[src/rtl/bcd_pkg.sv]
package bcd_pkg;

    // input value width, two's complement
    parameter int bin_width = 19;

    // enough digits for the magnitude of the most negative input
    parameter int bcd_digits = 6;

    typedef logic [bin_width-1:0] bin_t;

    typedef logic [3:0] digit_t;

    // least significant digit in the low nibble
    typedef logic [bcd_digits*$bits(digit_t)-1:0] bcd_t;

    typedef struct packed {
        bcd_t magnitude;
        logic negative;
    } bcd_result_t;

endpackage

[src/rtl/display_pkg.sv]
package display_pkg;

    // six digit positions plus a leftmost sign position
    parameter int display_positions = 7;

    typedef enum logic [3:0] {
        glyph_0     = 4'd0,
        glyph_1     = 4'd1,
        glyph_2     = 4'd2,
        glyph_3     = 4'd3,
        glyph_4     = 4'd4,
        glyph_5     = 4'd5,
        glyph_6     = 4'd6,
        glyph_7     = 4'd7,
        glyph_8     = 4'd8,
        glyph_9     = 4'd9,
        glyph_blank = 4'd10,
        glyph_minus = 4'd11
    } glyph_e;

    // bit 6 is g, bit 0 is a
    typedef logic [6:0] segments_t;

    // one-hot, bit 0 is the rightmost position
    typedef logic [display_positions-1:0] position_sel_t;

    typedef struct packed {
        glyph_e pos6;
        glyph_e pos5;
        glyph_e pos4;
        glyph_e pos3;
        glyph_e pos2;
        glyph_e pos1;
        glyph_e pos0;
    } display_frame_t;

endpackage

[src/rtl/bcd_converter.sv]
`timescale 1ns/10ps

module bcd_converter (
    input  logic                  clk,
    input  logic                  reset,
    input  logic                  enable,
    input  logic                  start,
    input  bcd_pkg::bin_t         value,
    output bcd_pkg::bcd_result_t  result,
    output logic                  ready
);

    localparam int count_w = $clog2(bcd_pkg::bin_width);
    localparam int digit_w = $bits(bcd_pkg::digit_t);
    localparam int bcd_w   = $bits(bcd_pkg::bcd_t);

    typedef enum logic [1:0] {
        st_idle,
        st_shift,
        st_add,
        st_done
    } state_e;

    state_e               state;
    state_e               state_next;
    logic [count_w-1:0]   shift_count;
    bcd_pkg::bin_t        magnitude;
    bcd_pkg::bcd_t        digits;
    logic                 negative;

    always_ff @(posedge clk or posedge reset) begin
        if (reset) begin
            state <= st_idle;
        end else if (!enable) begin
            state <= st_idle;
        end else begin
            state <= state_next;
        end
    end

    always_comb begin
        case (state)
            st_idle:  state_next = start ? st_shift : st_idle;
            // last shift goes straight to done, no add after it
            st_shift: state_next = (shift_count == count_w'(bcd_pkg::bin_width - 1)) ?
                                   st_done : st_add;
            st_add:   state_next = st_shift;
            st_done:  state_next = st_idle;
            default:  state_next = st_idle;
        endcase
    end

    always_ff @(posedge clk or posedge reset) begin
        if (reset) begin
            shift_count <= '0;
        end else if (!enable || state == st_idle) begin
            shift_count <= '0;
        end else if (state == st_shift) begin
            shift_count <= shift_count + 1'b1;
        end
    end

    always_ff @(posedge clk) begin
        if (enable && state == st_idle) begin
            magnitude <= value[bcd_pkg::bin_width-1] ? (~value + 1'b1) : value;
        end else if (enable && state == st_shift) begin
            magnitude <= {magnitude[bcd_pkg::bin_width-2:0], 1'b0};
        end
    end

    always_ff @(posedge clk or posedge reset) begin
        if (reset) begin
            digits   <= '0;
            negative <= 1'b0;
            ready    <= 1'b0;
        end else begin
            ready <= 1'b0;
            if (enable) begin
                case (state)
                    st_idle: begin
                        digits   <= '0;
                        negative <= value[bcd_pkg::bin_width-1];
                    end
                    st_shift: begin
                        digits <= {digits[bcd_w-2:0], magnitude[bcd_pkg::bin_width-1]};
                    end
                    st_add: begin
                        for (int i = 0; i < bcd_pkg::bcd_digits; i++) begin
                            if (digits[digit_w*i +: digit_w] > 4'd4) begin
                                digits[digit_w*i +: digit_w] <=
                                    digits[digit_w*i +: digit_w] + 4'd3;
                            end
                        end
                    end
                    st_done: begin
                        ready <= 1'b1;
                    end
                    default: begin
                        ready <= 1'b0;
                    end
                endcase
            end
        end
    end

    // digits are cleared on the idle cycle after the ready pulse
    assign result.magnitude = digits;
    assign result.negative  = negative;

endmodule

[src/rtl/digit_formatter.sv]
`timescale 1ns/10ps

module digit_formatter (
    input  logic                         clk,
    input  logic                         reset,
    input  logic                         load,
    input  bcd_pkg::bcd_result_t         result,
    output display_pkg::display_frame_t  frame
);

    localparam int idx_w   = $clog2(display_pkg::display_positions);
    localparam int digit_w = $bits(bcd_pkg::digit_t);

    logic [idx_w-1:0]             lead;
    display_pkg::glyph_e          glyphs [display_pkg::display_positions];
    display_pkg::display_frame_t  frame_next;

    // lead is the most significant non-zero digit, digit 0 always shown
    always_comb begin
        lead = '0;
        for (int i = 1; i < bcd_pkg::bcd_digits; i++) begin
            if (result.magnitude[digit_w*i +: digit_w] != '0) begin
                lead = idx_w'(i);
            end
        end
    end

    always_comb begin
        for (int p = 0; p < display_pkg::display_positions; p++) begin
            glyphs[p] = display_pkg::glyph_blank;
        end
        for (int p = 0; p < bcd_pkg::bcd_digits; p++) begin
            if (idx_w'(p) <= lead) begin
                glyphs[p] = display_pkg::glyph_e'(result.magnitude[digit_w*p +: digit_w]);
            end
        end
        // sign sits just left of the leading digit
        if (result.negative) begin
            glyphs[lead + 1] = display_pkg::glyph_minus;
        end
    end

    always_comb begin
        frame_next.pos0 = glyphs[0];
        frame_next.pos1 = glyphs[1];
        frame_next.pos2 = glyphs[2];
        frame_next.pos3 = glyphs[3];
        frame_next.pos4 = glyphs[4];
        frame_next.pos5 = glyphs[5];
        frame_next.pos6 = glyphs[6];
    end

    always_ff @(posedge clk or posedge reset) begin
        if (reset) begin
            frame <= '{default: display_pkg::glyph_blank};
        end else if (load) begin
            frame <= frame_next;
        end
    end

endmodule

[src/rtl/display_scanner.sv]
`timescale 1ns/10ps

module display_scanner #(
    parameter int scan_div = 50000
) (
    input  logic                         clk,
    input  logic                         reset,
    input  display_pkg::display_frame_t  frame,
    output display_pkg::position_sel_t   position_sel,
    output display_pkg::segments_t       segments
);

    localparam int div_w   = (scan_div > 1) ? $clog2(scan_div) : 1;
    localparam int glyph_w = $bits(display_pkg::glyph_e);
    localparam int last    = display_pkg::display_positions - 1;

    logic [div_w-1:0]                                    prescale;
    logic                                                tick;
    display_pkg::position_sel_t                          sel_next;
    logic [glyph_w*display_pkg::display_positions-1:0]   frame_bits;
    display_pkg::glyph_e                                 glyph;

    function automatic display_pkg::segments_t seg_lookup(input display_pkg::glyph_e g);
        case (g)
            display_pkg::glyph_0:     return 7'h3f;
            display_pkg::glyph_1:     return 7'h06;
            display_pkg::glyph_2:     return 7'h5b;
            display_pkg::glyph_3:     return 7'h4f;
            display_pkg::glyph_4:     return 7'h66;
            display_pkg::glyph_5:     return 7'h6d;
            display_pkg::glyph_6:     return 7'h7d;
            display_pkg::glyph_7:     return 7'h07;
            display_pkg::glyph_8:     return 7'h7f;
            display_pkg::glyph_9:     return 7'h6f;
            display_pkg::glyph_minus: return 7'h40;
            default:                  return 7'h00;
        endcase
    endfunction

    assign tick       = (prescale == div_w'(scan_div - 1));
    assign frame_bits = frame;

    // rotate left, position 6 wraps to position 0
    assign sel_next = tick ? {position_sel[last-1:0], position_sel[last]} : position_sel;

    always_comb begin
        glyph = display_pkg::glyph_blank;
        for (int i = 0; i < display_pkg::display_positions; i++) begin
            if (sel_next[i]) begin
                glyph = display_pkg::glyph_e'(frame_bits[glyph_w*i +: glyph_w]);
            end
        end
    end

    always_ff @(posedge clk or posedge reset) begin
        if (reset) begin
            prescale <= '0;
        end else if (tick) begin
            prescale <= '0;
        end else begin
            prescale <= prescale + 1'b1;
        end
    end

    // segments follow the same next position, so both outputs move together
    always_ff @(posedge clk or posedge reset) begin
        if (reset) begin
            position_sel <= display_pkg::position_sel_t'(1);
            segments     <= '0;
        end else begin
            position_sel <= sel_next;
            segments     <= seg_lookup(glyph);
        end
    end

endmodule

[src/rtl/signed_display_top.sv]
`timescale 1ns/10ps

module signed_display_top #(
    parameter int scan_div = 50000
) (
    input  logic                        clk,
    input  logic                        reset,
    input  logic                        enable,
    input  logic                        start,
    input  bcd_pkg::bin_t               value,
    output bcd_pkg::bcd_result_t        result,
    output logic                        result_ready,
    output display_pkg::position_sel_t  position_sel,
    output display_pkg::segments_t      segments
);

    display_pkg::display_frame_t  frame;

    bcd_converter u_converter (
        .clk    (clk),
        .reset  (reset),
        .enable (enable),
        .start  (start),
        .value  (value),
        .result (result),
        .ready  (result_ready)
    );

    // holds the last finished conversion
    digit_formatter u_formatter (
        .clk    (clk),
        .reset  (reset),
        .load   (result_ready),
        .result (result),
        .frame  (frame)
    );

    display_scanner #(
        .scan_div (scan_div)
    ) u_scanner (
        .clk          (clk),
        .reset        (reset),
        .frame        (frame),
        .position_sel (position_sel),
        .segments     (segments)
    );

endmodule

[config.mk]
export PLATFORM = sky130hd
export DESIGN_NAME = signed_display_top
export DESIGN_NICKNAME = d
export VERILOG_FILES = /design/src/rtl/bcd_pkg.sv /design/src/rtl/display_pkg.sv /design/src/rtl/bcd_converter.sv /design/src/rtl/digit_formatter.sv /design/src/rtl/display_scanner.sv /design/src/rtl/signed_display_top.sv
export SDC_FILE = /design/constraint.sdc
export NUM_CORES = 1
export LEC_CHECK = 0
export ABC_AREA = 1
export ABC_CLOCK_PERIOD_IN_PS = 6890
export BUFFER_PORTS_ARGS = -buffer_cell sky130_fd_sc_hd__buf_4
export CORE_ASPECT_RATIO = 1.4
export CORE_MARGIN = 2
export CORE_UTILIZATION = 30
export CTS_BUF_LIST = sky130_fd_sc_hd__clkbuf_4 sky130_fd_sc_hd__clkbuf_8
export DETAILED_ROUTE_END_ITERATION = 10
export GPL_TIMING_DRIVEN = 0
export PLACE_DENSITY = 0.45
export SLEW_MARGIN = 20
export SYNTH_ARGS = -nofsm -noshare
export SYNTH_HDL_FRONTEND = slang
export SYNTH_SLANG_ARGS = --single-unit
[constraint.sdc]
create_clock -name clk -period 6.89 [get_ports clk]
set_clock_uncertainty 0.15 [all_clocks]
set_input_delay 0.3445 -clock clk [delete_from_list [all_inputs] [get_ports clk]]
set_output_delay 0.3445 -clock clk [all_outputs]
set_load 0.01 [all_outputs]
==> reports/results.ini <==
[cts]
cts_buffers = 9
cts_max_path_buffers = 2
cts.sinks = 107
clk_pin_slew_ns = 0.11
cts_tree = built
cts-root-buf = clkbuf_8
htree_levels = 3
insertion_delay_ns = 0.41
post_cts_resized = 0

[place]
dp_slack_ns = 3.96
numPortBuffers = 62
gp_congestion = 0.827
hpwl_mm = 12.2

[logic_synthesis]
yosys.area.top_type_share_pct = 30.5
netlist_instances = 760
syn_area_per_cell_sq_um = 8.09
synth_fp_nets = 811
synth_xor_area_share_pct = 2.99
yosys.area_share.simple_pct = 20.9
yosys_most_used_dff = dfrtp_1
ys.warnings.count = 0
synth.largest_area_cell = dfrtp_1
synth_seq_cells = 107
synth_edf_count = 19
synthTopCellsByCount = nand2_1, inv_1, dfrtp_1
yosysMostFrequentCell = nand2_1
synth.distinct_cells = 46
syn_area_sq_um = 6150
synth_compound_area_share_pct = 15.9
synth-async-reset-ratio_pct = 82.2
synthAdderAreaFrac_pct = 5.69
muxShareOfSynthArea_pct = 0
synth_area_leaders = dfrtp_1, edfxtp_1, nand2_1
synth_top_family_by_area = simple AND/OR/NAND/NOR gates
yosysSeqAreaShare_pct = 45.3

[grt]
antenna_found_initial = 0
gr-total-overflow = 0
grt_usage_pct = 15.5
grt_pass1_wl_mm = 27.0
grt_max_degree = 57
grt_pass1_vias = 5221

[timing]
relSlewSlack_pct = 49.5
setup_viol = 0
rsz0062_at_grt = false
max_freq_ghz = 0.342
finalSetupTns_ns = 0
period_needed_ns = 2.93
hold_viol = 0
slew_viol_final = 0
post-route-period-util_pct = 42.5
worstMarginPinSlew_ns = 0.754
setup_slack_ns = 3.96

[job]
drv_cap = 0

[worst_setup_path]
cp.arrival_ns = 3.08
crit_required_ns = 7.04
crit_fanout = 10
start_kind = flop
end_kind = flop
reg2reg_setup_slack_ns = 3.96
critPathKind = reg -> reg

[status]
status = finished clean

[worst_hold_path]
hp-class = in -> reg

[pwr]
p_per_area_nw_per_um2 = 179
leakage_nw = 3.44
ir_drop_mv = 0.0812

[route]
via_per_inst = 4.66
vias = 5122
routed_wl_mm = 16.1
drt-initial-drc-count = 214
drc_errors = 0
drt_pass1_iterations = 4
routedWlPerCell_microns = 14.6
ant_nets = 0

[floorplanning]
die_w_microns = 125
io-pin-count = 63
start_util_pct = 30.3
core_area_sq_um = 20300
dieHeight_microns = 173
rows = 62
die_area_sq_um = 21700

[layout]
syn_to_final_growth_pct = 17.0
fin_nets = 889
antenna_cells = 0
drive_gt1_share_pct = 15.9

[critical path, cell delays in order (launching register included)]
cell and delay (ns):
dfrtp_1 0.40, ha_1 0.21, nand3_2 0.15, nor2_4 0.18, nand2_2 0.10, inv_2 0.20
nand2_4 0.09, nand2_2 0.12, nand2_1 0.07, inv_1 0.05, nand2_1 0.04, nand2_1 0.08
nand2_1 0.06, nand2_1 0.06, nand2_1 0.05, nand2_1 0.18, inv_1 0.10, ha_1 0.30
nand3_1 0.10, nand2_1 0.06, nand2_1 0.05, nand2_1 0.04
[flip-flops by register name, summed over array words and instances (netlist names)]
name	count
u_converter.negative	1
u_converter.digits	24
u_converter.shift_count	5
u_scanner.prescale	16
u_converter.magnitude	19
u_scanner.segments	7
u_formatter.frame	25
u_scanner.position_sel	7
u_converter.state	2
u_converter.ready	1
[final timing paths]
path,to,cells after the start,startpoint
min in group asynchronous,u_scanner.position_sel[1],3,reset
worst min-delay path,u_converter.magnitude[18],2,value[17]
worst min register to register,u_formatter.frame[23],2,u_formatter.frame[23]
worst max-delay path,u_scanner.segments[3],21,u_scanner.prescale[0]
max in group asynchronous,u_formatter.frame[11],4,reset
worst max register to register,u_scanner.segments[3],21,u_scanner.prescale[0]
[timing repair]
| item | 4_1_cts | 5_1_grt |
|---|---|---|
| setup buffers | 0 | 0 |
| endpoints found under the hold margin | 30 | 0 |
| hold buffers | 3 | 0 |
[per-stage QoR]
stage	hold slack [ns]	cell area, sq um	cells	power [mW]	utilization (%)
final	0.119	7200	1099	1.29	35.4
after global routing	0.130	7200	1099	1.36	35.4
after CTS	0.109	7200	1099	1.31	35.4
after detailed placement	0.205	6990	1080	0.912	34.4
after global placement	0.301	6940	1078	0.908	34.1
after floorplan	0.287	6150	760	0.843	-
[cells in the final DEF, fill, tap and decap left out, drive strengths merged, types with 5 or more instances in the layout]
| master | count |
|---|---|
| dfrtp | 75 |
| clkinv | 6 |
| o21ai | 78 |
| a21oi | 40 |
| or2 | 5 |
| clkbuf | 19 |
| dfstp | 13 |
| nor3 | 12 |
| nand3 | 39 |
| buf | 69 |
| nand2 | 156 |
| edfxtp | 19 |
| o22ai | 24 |
| inv | 131 |
| xnor2 | 8 |
| a22oi | 8 |
| nor2 | 68 |
| ha | 28 |
| xor2 | 13 |
[layer usage]
layer | global-route usage (%) | vias up | wire length [microns]
met5 | 0 | - | 0
met4 | 5.88 | 0 | 326
met3 | 1.91 | 16 | 415
met2 | 27.9 | 82 | 8410
met1 | 18.8 | 2390 | 6920
li1 | - | 2634 | -
[cell families (layout without fill, tap and decap cells)]
logic type	count (synthesis)	count (layout)
AOI/OAI and AO/OA	165	165
buffers and inverters	147	230
and+or+nand+nor	292	292
DFF	107	107
xor gates and xnor gates	21	21
adders and majority gates	28	28
[power breakdown]
group	switching, mW	internal (mW)
sequential	0.0233	0.703
combinational	0.108	0.0624
clock	0.256	0.138
total	0.387	0.903
[final cells by class]
class / count / area, sq um
sequential: 107 / 2790
fill: 2184 / 13100
clock buffer: 9 / 124
buffer: 15 / 68.8
tap: 256 / 320
multi-input combinational: 506 / 2800
clock inverter: 7 / 61.3
inverter: 132 / 500
timing repair buffer: 67 / 534
No activity file was read; power rests on OpenSTA's default activity.
